[src/verilog/ipic_pkg.sv]
// Interrupt controller shared definitions
`default_nettype none

package ipic_pkg;

    //----------------------------------------
    // CSR word
    //----------------------------------------
    localparam int IPIC_XLEN = 32;                  // CSR data width

    typedef logic [IPIC_XLEN-1:0] ipic_word_t;

    //----------------------------------------
    // Register map
    //----------------------------------------
    typedef enum logic [2:0] {
        CISV  = 3'd0,   // Current vector in service
        CICSR = 3'd1,   // Reserved, reads zero
        IPR   = 3'd2,   // Pending
        ISVR  = 3'd3,   // In service
        EOI   = 3'd4,   // End of interrupt
        SOI   = 3'd5,   // Start of interrupt
        IDX   = 3'd6,   // Line index for ICSR
        ICSR  = 3'd7    // Per-line control window
    } ipic_addr_e;

    //----------------------------------------
    // ICSR fields
    //----------------------------------------
    localparam int ICSR_IP  = 0;                    // Pending
    localparam int ICSR_IE  = 1;                    // Enable
    localparam int ICSR_IM  = 2;                    // Mode, 1 is edge
    localparam int ICSR_INV = 3;                    // Line inversion
    localparam int ICSR_IS  = 4;                    // In service

    localparam int ICSR_PRV_LSB = 8;                // Privilege field
    localparam int ICSR_PRV_MSB = 9;

    // Only machine mode handled here
    localparam logic [1:0] IPIC_PRV_M = 2'd3;

    localparam int ICSR_LN_LSB = 16;                // Line number field start

endpackage : ipic_pkg

`default_nettype wire

[src/verilog/ipic_reg_if.sv]
// Register access bundle
`timescale 1ns/1ns
`default_nettype none

interface ipic_reg_if #(
    parameter int N_LINES = 16
) ();
    import ipic_pkg::*;

    localparam int IDX_W = $clog2(N_LINES);
    localparam int VEC_W = IDX_W + 1;

    // Write side, one strobe per access
    logic               wr_ipr;
    logic               wr_eoi;
    logic               wr_soi;
    logic               wr_idx;
    logic               wr_icsr;
    ipic_word_t         wdata;

    // Register values for read back
    logic [N_LINES-1:0] ipr;
    logic [N_LINES-1:0] ier;
    logic [N_LINES-1:0] imr;
    logic [N_LINES-1:0] iinvr;
    logic [N_LINES-1:0] isvr;
    logic [IDX_W-1:0]   idx;
    logic [VEC_W-1:0]   cisv;
    logic               serv_vd;        // Some line in service

    modport csr (
        output wr_ipr, wr_eoi, wr_soi, wr_idx, wr_icsr, wdata,
        input  ipr, ier, imr, iinvr, isvr, idx, cisv, serv_vd
    );

    modport line (
        input  wr_ipr, wr_idx, wr_icsr, wdata,
        output ipr, ier, imr, iinvr, idx
    );

    modport service (
        input  wr_eoi, wr_soi,
        output isvr, cisv, serv_vd
    );

endinterface : ipic_reg_if

`default_nettype wire

[src/verilog/ipic_line_cond.sv]
// IRQ line synchronizer and change detect
`timescale 1ns/1ns
`default_nettype none

module ipic_line_cond #(
    parameter int N_LINES = 16,
    parameter bit SYNC_EN = 1'b1
) (
    input  logic               clk,
    input  logic               rst_n,
    input  logic [N_LINES-1:0] irq_lines_i,    // Raw external lines
    output logic [N_LINES-1:0] lines_o,        // Lines in clk domain
    output logic [N_LINES-1:0] changed_o       // Differs from last sample
);

    logic [N_LINES-1:0] lines;
    logic [N_LINES-1:0] lines_dly_q;           // Previous sample

    //----------------------------------------
    // Optional two-flop synchronizer
    //----------------------------------------
    if (SYNC_EN) begin : g_sync
        logic [N_LINES-1:0] meta_q;            // First stage, may go metastable
        logic [N_LINES-1:0] sync_q;

        always_ff @(posedge clk or negedge rst_n) begin
            if (!rst_n) begin
                meta_q <= '0;
                sync_q <= '0;
            end else begin
                meta_q <= irq_lines_i;
                sync_q <= meta_q;
            end
        end

        assign lines = sync_q;
    end else begin : g_nosync
        assign lines = irq_lines_i;            // Lines already synchronous
    end

    //----------------------------------------
    // Change detect
    //----------------------------------------
    always_ff @(posedge clk or negedge rst_n) begin
        if (!rst_n) begin
            lines_dly_q <= '0;
        end else begin
            lines_dly_q <= lines;
        end
    end

    assign lines_o   = lines;
    assign changed_o = lines ^ lines_dly_q;    // Any toggle, either direction

endmodule : ipic_line_cond

`default_nettype wire

[src/verilog/ipic_csr_port.sv]
// CSR access decode and read mux
`timescale 1ns/1ns
`default_nettype none

module ipic_csr_port #(
    parameter int N_LINES = 16
) (
    input  logic                   r_req_i,    // Single-cycle read
    input  logic                   w_req_i,    // Single-cycle write
    input  ipic_pkg::ipic_addr_e   addr_i,
    input  ipic_pkg::ipic_word_t   wdata_i,
    output ipic_pkg::ipic_word_t   rdata_o,
    ipic_reg_if.csr                regs
);
    import ipic_pkg::*;

    localparam int                 IDX_W    = $clog2(N_LINES);
    localparam int                 VEC_W    = IDX_W + 1;
    localparam logic [VEC_W-1:0]   VOID_VEC = VEC_W'(N_LINES);

    //----------------------------------------
    // Write strobes
    //----------------------------------------
    always_comb begin
        regs.wr_ipr  = 1'b0;
        regs.wr_eoi  = 1'b0;
        regs.wr_soi  = 1'b0;
        regs.wr_idx  = 1'b0;
        regs.wr_icsr = 1'b0;
        if (w_req_i) begin
            case (addr_i)
                IPR:     regs.wr_ipr  = 1'b1;  // Write 1 to clear
                EOI:     regs.wr_eoi  = 1'b1;  // Data ignored
                SOI:     regs.wr_soi  = 1'b1;  // Data ignored
                IDX:     regs.wr_idx  = 1'b1;
                ICSR:    regs.wr_icsr = 1'b1;
                default: ;                     // CISV, CICSR, ISVR read only
            endcase
        end
    end

    assign regs.wdata = wdata_i;

    //----------------------------------------
    // Read mux, zero when idle
    //----------------------------------------
    always_comb begin
        rdata_o = '0;
        if (r_req_i) begin
            case (addr_i)
                CISV: begin
                    // Void vector when nothing in service
                    rdata_o = regs.serv_vd ? ipic_word_t'(regs.cisv)
                                           : ipic_word_t'(VOID_VEC);
                end
                IPR:  rdata_o = ipic_word_t'(regs.ipr);
                ISVR: rdata_o = ipic_word_t'(regs.isvr);
                IDX:  rdata_o = ipic_word_t'(regs.idx);
                ICSR: begin
                    rdata_o[ICSR_IP]  = regs.ipr[regs.idx];
                    rdata_o[ICSR_IE]  = regs.ier[regs.idx];
                    rdata_o[ICSR_IM]  = regs.imr[regs.idx];
                    rdata_o[ICSR_INV] = regs.iinvr[regs.idx];
                    rdata_o[ICSR_IS]  = regs.isvr[regs.idx];
                    rdata_o[ICSR_PRV_MSB:ICSR_PRV_LSB] = IPIC_PRV_M;
                    rdata_o[ICSR_LN_LSB +: IDX_W]      = regs.idx;   // Echo of index
                end
                default: rdata_o = '0;         // EOI, SOI, CICSR
            endcase
        end
    end

endmodule : ipic_csr_port

`default_nettype wire

[src/verilog/ipic_line_regs.sv]
// Per-line pending, enable, mode and inversion registers
`timescale 1ns/1ns
`default_nettype none

module ipic_line_regs #(
    parameter int N_LINES = 16
) (
    input  logic                       clk,
    input  logic                       rst_n,
    input  logic [N_LINES-1:0]         lines_i,        // Conditioned lines
    input  logic [N_LINES-1:0]         changed_i,      // Toggled this cycle
    input  logic                       start_i,        // SOI accepted
    input  logic [$clog2(N_LINES)-1:0] start_idx_i,    // Line being started
    output logic [N_LINES-1:0]         req_vec_o,      // Pending and enabled
    ipic_reg_if.line                   regs
);
    import ipic_pkg::*;

    localparam int IDX_W = $clog2(N_LINES);

    logic [IDX_W-1:0]   idx_q;
    logic [N_LINES-1:0] ipr_q,   ipr_next;
    logic [N_LINES-1:0] ier_q,   ier_next;
    logic [N_LINES-1:0] imr_q,   imr_next;
    logic [N_LINES-1:0] iinvr_q, iinvr_next;
    logic [N_LINES-1:0] lvl;                   // Active level after inversion
    logic [N_LINES-1:0] clr_req;               // Pending clear requests
    logic [N_LINES-1:0] clr;                   // Requests that are allowed

    //----------------------------------------
    // ICSR window write
    //----------------------------------------
    always_comb begin
        ier_next   = ier_q;
        imr_next   = imr_q;
        iinvr_next = iinvr_q;
        if (regs.wr_icsr) begin
            ier_next[idx_q]   = regs.wdata[ICSR_IE];
            imr_next[idx_q]   = regs.wdata[ICSR_IM];
            iinvr_next[idx_q] = regs.wdata[ICSR_INV];
        end
    end

    // New inversion takes effect in the same cycle
    assign lvl = lines_i ^ iinvr_next;

    //----------------------------------------
    // Pending update
    //----------------------------------------
    always_comb begin
        clr_req = '0;
        if (regs.wr_ipr) begin
            clr_req = regs.wdata[N_LINES-1:0];     // One clear bit per line
        end
        if (regs.wr_icsr) begin
            clr_req[idx_q] = clr_req[idx_q] | regs.wdata[ICSR_IP];
        end
        if (start_i) begin
            clr_req[start_idx_i] = 1'b1;           // Serviced line drops pending
        end
    end

    // An active level re-asserts pending in level mode, so no clear there
    assign clr = clr_req & (~lvl | imr_next);

    // Level mode follows lvl, edge mode sets on active toggle and holds
    assign ipr_next = ~clr & ((~imr_q & lvl) | (imr_q & (ipr_q | (changed_i & lvl))));

    always_ff @(posedge clk or negedge rst_n) begin
        if (!rst_n) begin
            idx_q   <= '0;
            ipr_q   <= '0;
            ier_q   <= '0;
            imr_q   <= '0;
            iinvr_q <= '0;
        end else begin
            if (regs.wr_idx) begin
                idx_q <= regs.wdata[IDX_W-1:0];
            end
            ipr_q   <= ipr_next;
            ier_q   <= ier_next;
            imr_q   <= imr_next;
            iinvr_q <= iinvr_next;
        end
    end

    assign regs.idx   = idx_q;
    assign regs.ipr   = ipr_q;
    assign regs.ier   = ier_q;
    assign regs.imr   = imr_q;
    assign regs.iinvr = iinvr_q;
    assign req_vec_o  = ipr_q & ier_q;

endmodule : ipic_line_regs

`default_nettype wire

[src/verilog/ipic_prio_search.sv]
// Lowest set bit search tree
`timescale 1ns/1ns
`default_nettype none

module ipic_prio_search #(
    parameter int N_LINES = 16                 // Power of two
) (
    input  logic [N_LINES-1:0]         vec_i,
    output logic                       vd_o,   // Any bit set
    output logic [$clog2(N_LINES)-1:0] idx_o   // Lowest set position
);

    localparam int IDX_W = $clog2(N_LINES);

    logic             node_vd  [N_LINES];
    logic [IDX_W-1:0] node_idx [N_LINES];

    // Each stage pairs nodes 2n and 2n+1 into node n, halving the count
    always_comb begin
        for (int n = 0; n < N_LINES; n++) begin
            node_vd[n]  = vec_i[n];
            node_idx[n] = '0;
        end
        for (int l = 0; l < IDX_W; l++) begin
            for (int n = 0; n < (N_LINES >> (l + 1)); n++) begin
                if (node_vd[2*n]) begin            // Left child wins ties
                    node_vd[n]  = 1'b1;
                    node_idx[n] = node_idx[2*n];
                end else begin
                    node_vd[n]  = node_vd[2*n+1];
                    node_idx[n] = node_idx[2*n+1] | IDX_W'(1 << l);
                end
            end
        end
    end

    assign vd_o  = node_vd[0];
    assign idx_o = node_idx[0];

endmodule : ipic_prio_search

`default_nettype wire

[src/verilog/ipic_service.sv]
// In-service tracking and interrupt request
`timescale 1ns/1ns
`default_nettype none

module ipic_service #(
    parameter int N_LINES = 16
) (
    input  logic                       clk,
    input  logic                       rst_n,
    input  logic [N_LINES-1:0]         req_vec_i,      // Pending and enabled
    output logic                       start_o,        // SOI accepted
    output logic [$clog2(N_LINES)-1:0] start_idx_o,
    output logic                       irq_m_req_o,    // Machine interrupt request
    ipic_reg_if.service                regs
);

    localparam int               IDX_W    = $clog2(N_LINES);
    localparam int               VEC_W    = IDX_W + 1;
    localparam logic [VEC_W-1:0] VOID_VEC = VEC_W'(N_LINES);

    logic [N_LINES-1:0] isvr_q;
    logic [N_LINES-1:0] isvr_eoi;              // In service minus current line
    logic [VEC_W-1:0]   cisv_q;
    logic               serv_vd;
    logic [IDX_W-1:0]   serv_idx;
    logic               req_vd;
    logic [IDX_W-1:0]   req_idx;
    logic               eoi_vd;
    logic [IDX_W-1:0]   eoi_idx;
    logic               eoi;

    //----------------------------------------
    // Priority search
    //----------------------------------------
    ipic_prio_search #(.N_LINES(N_LINES)) u_req_search (
        .vec_i (req_vec_i),
        .vd_o  (req_vd),
        .idx_o (req_idx)
    );

    always_comb begin
        isvr_eoi = isvr_q;
        if (serv_vd) begin
            isvr_eoi[serv_idx] = 1'b0;
        end
    end

    // Next line to resume after EOI
    ipic_prio_search #(.N_LINES(N_LINES)) u_eoi_search (
        .vec_i (isvr_eoi),
        .vd_o  (eoi_vd),
        .idx_o (eoi_idx)
    );

    assign serv_vd  = ~cisv_q[VEC_W-1];        // Below N_LINES
    assign serv_idx = cisv_q[IDX_W-1:0];

    // Only a strictly higher priority request preempts
    assign irq_m_req_o = req_vd & (~serv_vd | (req_idx < serv_idx));
    assign start_o     = irq_m_req_o & regs.wr_soi;
    assign start_idx_o = req_idx;
    assign eoi         = regs.wr_eoi & serv_vd;   // EOI when idle does nothing

    //----------------------------------------
    // ISVR and CISV
    //----------------------------------------
    always_ff @(posedge clk or negedge rst_n) begin
        if (!rst_n) begin
            isvr_q <= '0;
            cisv_q <= VOID_VEC;
        end else if (start_o) begin
            isvr_q[req_idx] <= 1'b1;
            cisv_q          <= {1'b0, req_idx};
        end else if (eoi) begin
            isvr_q <= isvr_eoi;
            cisv_q <= eoi_vd ? {1'b0, eoi_idx} : VOID_VEC;
        end
    end

    assign regs.isvr    = isvr_q;
    assign regs.cisv    = cisv_q;
    assign regs.serv_vd = serv_vd;

endmodule : ipic_service

`default_nettype wire

[src/verilog/ipic_top.sv]
// Interrupt controller top level
`timescale 1ns/1ns
`default_nettype none

module ipic_top #(
    parameter int N_LINES = 16,                // Power of two, at most 32
    parameter bit SYNC_EN = 1'b1               // Lines are asynchronous
) (
    input  logic                   clk,
    input  logic                   rst_n,
    input  logic [N_LINES-1:0]     irq_lines_i,
    input  logic                   r_req_i,
    input  logic                   w_req_i,
    input  ipic_pkg::ipic_addr_e   addr_i,
    input  ipic_pkg::ipic_word_t   wdata_i,
    output ipic_pkg::ipic_word_t   rdata_o,
    output logic                   irq_m_req_o
);

    logic [N_LINES-1:0]         lines;
    logic [N_LINES-1:0]         changed;
    logic [N_LINES-1:0]         req_vec;
    logic                       start;
    logic [$clog2(N_LINES)-1:0] start_idx;

    ipic_reg_if #(.N_LINES(N_LINES)) u_regs_if ();

    //----------------------------------------
    // Input side
    //----------------------------------------
    ipic_line_cond #(.N_LINES(N_LINES), .SYNC_EN(SYNC_EN)) u_line_cond (
        .clk         (clk),
        .rst_n       (rst_n),
        .irq_lines_i (irq_lines_i),
        .lines_o     (lines),
        .changed_o   (changed)
    );

    ipic_csr_port #(.N_LINES(N_LINES)) u_csr_port (
        .r_req_i (r_req_i),
        .w_req_i (w_req_i),
        .addr_i  (addr_i),
        .wdata_i (wdata_i),
        .rdata_o (rdata_o),
        .regs    (u_regs_if.csr)
    );

    //----------------------------------------
    // Processing
    //----------------------------------------
    ipic_line_regs #(.N_LINES(N_LINES)) u_line_regs (
        .clk         (clk),
        .rst_n       (rst_n),
        .lines_i     (lines),
        .changed_i   (changed),
        .start_i     (start),
        .start_idx_i (start_idx),
        .req_vec_o   (req_vec),
        .regs        (u_regs_if.line)
    );

    ipic_service #(.N_LINES(N_LINES)) u_service (
        .clk         (clk),
        .rst_n       (rst_n),
        .req_vec_i   (req_vec),
        .start_o     (start),
        .start_idx_o (start_idx),
        .irq_m_req_o (irq_m_req_o),
        .regs        (u_regs_if.service)
    );

endmodule : ipic_top

`default_nettype wire

[config.mk]
export PLATFORM = sky130hd
export DESIGN_NAME = ipic_top
export DESIGN_NICKNAME = d
export VERILOG_FILES = /design/src/verilog/ipic_pkg.sv /design/src/verilog/ipic_reg_if.sv /design/src/verilog/ipic_line_cond.sv /design/src/verilog/ipic_csr_port.sv /design/src/verilog/ipic_line_regs.sv /design/src/verilog/ipic_prio_search.sv /design/src/verilog/ipic_service.sv /design/src/verilog/ipic_top.sv
export SDC_FILE = /design/constraint.sdc
export NUM_CORES = 1
export LEC_CHECK = 0
export BUFFER_PORTS_ARGS = -buffer_cell sky130_fd_sc_hd__buf_2
export CORE_UTILIZATION = 55
export CTS_CLUSTER_DIAMETER = 30
export DETAILED_ROUTE_END_ITERATION = 10
export PLACE_DENSITY = 0.75
export SLEW_MARGIN = 40
export SYNTH_ARGS = -nofsm -noshare
export SYNTH_HDL_FRONTEND = slang
export SYNTH_SLANG_ARGS = --single-unit
[constraint.sdc]
create_clock -name clk -period 4.6 [get_ports clk]
set_input_delay 0.92 -clock clk [delete_from_list [all_inputs] [get_ports clk]]
set_output_delay 0.92 -clock clk [all_outputs]
set_load 0.01 [all_outputs]
## Word level (Yosys, flattened, before mapping)

Index checks and enable logic that the tools add are counted.

| cells by class | value |
|---|---|
| mux-type cells | 111 |
| eq/ne operators | 6 |
| $add $sub $neg | 0 |
| shift-type cells | 0 |
| order comparisons | 7 |
| bitwise operators | 24 |
| reductions and logical operators | 5 |
| div/mod/pow operators | 0 |
| multiply operators | 0 |

Operators by type and width:

| operator | count |
|---|---|
| $mux W16 | 8 |
| $and A16 B16 Y16 | 7 |
| $or A16 B16 Y16 | 5 |
| $mux W1 | 65 |
| $bwmux W16 | 4 |
| $not A16 Y16 | 4 |
| $mux W32 | 1 |
| $xor A16 B16 Y16 | 2 |
| $pmux W5 S5 | 1 |
| $bmux W1 S4 | 6 |
| $mux W4 | 6 |
| $mux W5 | 4 |
| $pmux W6 S3 | 1 |
| $lt A4 B5 Y1 const B | 3 |
| $demux W1 S4 | 3 |
| $eq A3 B3 Y1 const B | 4 |
| $ge A4 B1 Y1 const B | 3 |
| $mux W12 | 1 |
| $mux W3 | 4 |
| $pmux W3 S3 | 1 |
| $mux W2 | 4 |
| $pmux W2 S4 | 1 |
| $pmux W4 S2 | 1 |
| $eq A3 B2 Y1 const B | 2 |
| other kinds (7) | 12 |

| storage, ports and cells | value |
|---|---|
| output and inout bits | 33 |
| memories kept | 0 |
| bits in latches | 0 |
| flip-flop bits (word level) | 137 |
| bits of input ports | 55 |
| word-level logic and storage cells | 163 |
| memory bits (read-only) | 0 |
| bits in writable memories | 0 |

## Longest topological paths before layout

| depth | value |
|---|---|
| word-level depth | 14 |
| mapped depth | 12 |
| gate-level depth less buffers | 11 |

## By module

Synthesis repeated with hierarchy kept, for this count alone.

| unflattened totals | value |
|---|---|
| cell total of the unflattened synthesis | 879 |
| area, all modules | 8579.5 µm² |

Modules (own cells, without submodules):

| module | seq. area each (µm²) | cells an instance | times used | area each (µm²) |
|---|---|---|---|---|
| ipic_line_regs | 1701.6 | 466 | 1 | 4277.9 |
| ipic_csr_port | 0.0 | 165 | 1 | 1472.7 |
| ipic_line_cond | 1201.2 | 64 | 1 | 1341.3 |
| ipic_service | 526.8 | 134 | 1 | 1177.4 |
| ipic_prio_search | 0.0 | 25 | 2 | 155.1 |

## Worst setup path after synthesis

Ideal clock, no wire load.

| timing path | value |
|---|---|
| kind | input -> output |
| from | input addr_i[0] |
| to | output rdata_o[8] |
| data required time | 3.680 ns |
| path buffers | 3 |
| data arrival time | 2.312 ns |
| stages on the path | 5 |
| path slack | 1.368 ns |
| path through | buf_2 buf_1 clkbuf_1 o21ai_0 a21oi_1 |

| between the ends | value |
|---|---|
| longest elaborated chain between the ends | 3 |

Ends and longest elaborated chain:

| item | RTL line | source |
|---|---|---|
| from (decl) | ipic_top.sv:14 | `input ipic_pkg::ipic_addr_e addr_i,` |
| $eq A3 B3 Y1, or another cell as far along | ipic_csr_port.sv:50 | `case (addr_i)` |
| $pmux W2 S4 (*) | ipic_csr_port.sv:50 |  |
| $mux W32 (*) | ipic_csr_port.sv:49 | `if (r_req_i) begin` |
| to (decl) | ipic_top.sv:16 | `output ipic_pkg::ipic_word_t rdata_o,` |

Mark *: on every way between the ends. The rest lies on a longest branch, timed or not.

## Final worst setup path

| timing path | value |
|---|---|
| from | register u_line_regs.ipr_q[1] (netlist: u_line_regs.regs.ipr[1]) |
| to | output irq_m_req_o |

| between the ends | value |
|---|---|
| longest elaborated chain between the ends | 8 |

Ends and longest elaborated chain:

| item | RTL line | source |
|---|---|---|
| from (decl) | ipic_line_regs.sv:22 | `logic [N_LINES-1:0] ipr_q, ipr_next;` |
| from (signal assigned) | ipic_line_regs.sv:80 | `ipr_q <= ipr_next;` |
| $and A16 B16 Y16 (*) | ipic_line_regs.sv:92 | `assign req_vec_o = ipr_q & ier_q;` |
| $mux W1 (*) | ipic_prio_search.sv:26 | `if (node_vd[2*n]) begin` |
| $mux W2 / $mux W1 (equally long branches) | ipic_prio_search.sv:26 |  |
| $mux W4 / $mux W1 (equally long branches) | ipic_prio_search.sv:26 |  |
| $mux W4 | ipic_prio_search.sv:26 |  |
| $lt A4 B4 Y1 | ipic_service.sv:59 | `assign irq_m_req_o = req_vd & (~serv_vd \| (req_idx < serv_idx));` |
| $or A1 B1 Y1 | ipic_service.sv:59 |  |
| $and A1 B1 Y1 (*) | ipic_service.sv:59 |  |
| to (decl) | ipic_top.sv:17 | `output logic irq_m_req_o` |

Marked as above.

==> impl_metrics.toml <==
[run_status]
status = "finished clean"

[placed_design]
place_hpwl_microns = 15400
port_buffers = 59
place.gp.congestion = 0.967
placed_area_sq_um = 8550

[worst_setup_path]
slowest_stage = "dfrtp_1"
cpLargestDelayFamily = "simple AND/OR/NAND/NOR gates"
slowest_delay_ps = 460
worstPathCellList = "a22oi_2 -> nand2_2 -> nor3_1 -> nor2_1 -> ha_1 -> a211oi_1 -> nor2_1 -> nor3_1 -> buf_2"
critPathRequiredTime_ps = 3680
crit_arrival_ps = 3200
path_class = "reg2out"
cp_max_fo = 7
crit_path_end_kind = "output port"
start_kind = "flip-flop"
critPathBufInv = 1

[power_and_ir_drop]
ir_drop_mv = 0.352
power.leakage_uw = 0.00398
powerDensity_nw_per_um2 = 485

[synth]
syn_area_sq_um = 8170
syn-mean-instance-area_sq_um = 10.5
synthCells = 781
synth.top_cell.area_share_pct = 41.6
ys.flop_type = "dfrtp_1"
async_flop_share_pct = 100
synth_area_leaders = "dfrtp_1 (42%), mux4_2 (6.9%), mux2_2 (5.0%), xnor2_1 (4.1%), nand2_1 (3.2%)"
yosys_warnings = 0
yosysSeqAreaShare_pct = 42.0
ys_ff_latch = 137
yosysUniqueCellTypes = 77
synth_area_leader_cell = "dfrtp_1"
synth_edf_count = 0

[clock_network]
clock-sinks = 137
cts_buffer_depth = 2
cts_tree = "built"
root_buffer = "clkbuf_16"
cts_buffers = 17
htree_levels = 4
clkTransAtPathRegs_ps = 60
insertion_delay_ps = 420
post_cts_resized = 0
cts_hold_buffers = 0
post_cts_buffers = 0

[floorplanning]
ios = 88
fp.dieH_microns = 124
start_util_pct = 56.2
dieArea_sq_um = 15400
rows = 44
core_sq_um = 14500
die_w_microns = 124

[detailed_routing]
routed_wl_microns = 21700
vias = 6628
drtIter0Drc = 648
avgRoutedWirePerCell_microns = 21.2
drc = 0
firstDrtPassIters = 5
vias_per_cell = 6.48
postRouteAntennaNets = 0

[timing]
max_freq_ghz = 0.242
finClkSkew_ps = 9.56
slew_headroom_pct = 45.3
drv_slew = 0
post-route-min-period_ps = 4120
setup_viol_count_final = 0
worst_slew_pin_slew_ps = 818
rsz0062_at_grt = "no"
timing.final.crit_share_pct = 89.7
hold_viol = 0
tns_ps = 0

[layout]
antenna_cells = 0
final_util_pct = 63.0
syn_to_final_growth_pct = 12.1
fin_nets = 885
drive_gt1_share_pct = 22.6
design_area_sq_um = 9160

[global_route]
grt_pass1_vias = 6435
antenna_found_initial = 0
grt_pass1_wl_microns = 34100
overflow = 0
grt_max_degree = 114
grt_util_all_layers_pct = 30.1

[run]
maxCapViolations = 0

[worst_hold_path]
hp-class = "reg2reg"
power breakdown:
group          internal (uW)  switching [uW]
logic                    596             792
clock network            850             510
registers               1380             320
layout make-up:
class                      instances  area (sq um)
tap                              184           230
fill                            1131          5370
clock inverter                     7          91.3
inverter                          26           100
clock buffer                      24           492
sequential                       137          3430
multi-input combinational        578          4430
timing repair buffer              67           388
metal layers:
metal | track usage (%) | share of wire [%] | wire (microns) | vias to the layer above
li1 | - | - | - | 2985
met1 | 39.3 | 41 | 8920 | 3240
met2 | 46.4 | 47 | 10200 | 343
met3 | 7.19 | 8.3 | 1800 | 60
met4 | 16.1 | 3.8 | 832 | 0
met5 | 0 | 0 | 0 | -
per-stage QoR:
stage / setup WS [ps] / cells / hold slack, ps / power (uW)
floorplan: 1370 / 792 / 331 / 2610
global placement: 833 / 991 / 332 / 2990
detailed placement: 792 / 991 / 335 / 3050
CTS: 501 / 1022 / 347 / 4420
global route: 245 / 1023 / 349 / 4650
finish: 476 / 1023 / 345 / 4450
flip-flops by register name, indices dropped and copies added (netlist names):
signal,count
u_line_cond.g_sync.meta_q,16
u_line_cond.lines_dly_q,16
u_line_cond.lines_o,16
u_line_regs.regs.idx,4
u_line_regs.regs.ier,16
u_line_regs.regs.iinvr,16
u_line_regs.regs.imr,16
u_line_regs.regs.ipr,16
u_service.regs.cisv,5
u_service.regs.isvr,16
placed cells by master, fill, tap and decap left out, drive strengths merged, types with 21 or more instances in the layout:
master / n
o21ai: 36
nand2: 70
inv: 26
a21oi: 46
xnor2: 38
mux4: 25
mux2i: 27
buf: 67
dfrtp: 136
clkbuf: 24
nor3: 21
nor2: 49
mux2: 36
final timing paths:
path,from,end,slack (ps),cells after the start
setup / recovery,u_line_regs.regs.ipr[1]$_DFF_PN0_,irq_m_req_o,480,9
hold / removal,u_line_cond.g_sync.meta_q[14]$_DFF_PN0_,u_line_cond.lines_o[14]$_DFF_PN0_,340,0
setup reg to reg,u_line_regs.regs.ipr[1]$_DFF_PN0_,u_service.regs.isvr[4]$_DFFE_PN0P_,660,11
hold reg to reg,u_line_cond.g_sync.meta_q[14]$_DFF_PN0_,u_line_cond.lines_o[14]$_DFF_PN0_,340,0
max in group asynchronous,rst_n,u_service.regs.cisv[4]$_DFFE_PN1P_,3560,2
min in group asynchronous,rst_n,u_service.regs.isvr[4]$_DFFE_PN0P_,360,1
cell families (layout without fill, tap and decap cells):
logic type	after synthesis	in the layout	share of synthesized area, %
flip-flops	137	137	42.0
AO/OA/AOI/OAI	188	188	16.0
buffers and inverters	77	124	4.47
AND/OR/NAND/NOR	241	241	16.7
other	1	12	0.0459
XOR/XNOR	46	46	4.93
multiplexers	88	88	15.4
adder cells (fa/ha/maj)	3	3	0.459
Yosys cell counts (11+ instances only):
cell,number
o21ai_0,35
mux4_2,25
mux2_2,36
nor3_1,21
inv_1,25
nand2b_1,11
mux2i_1,25
dfrtp_1,136
clkbuf_1,24
a22oi_1,13
nor2_1,49
nand2_1,69
buf_4,15
xnor2_1,38
a21oi_1,46
No activity file was read; power rests on OpenSTA's default activity.
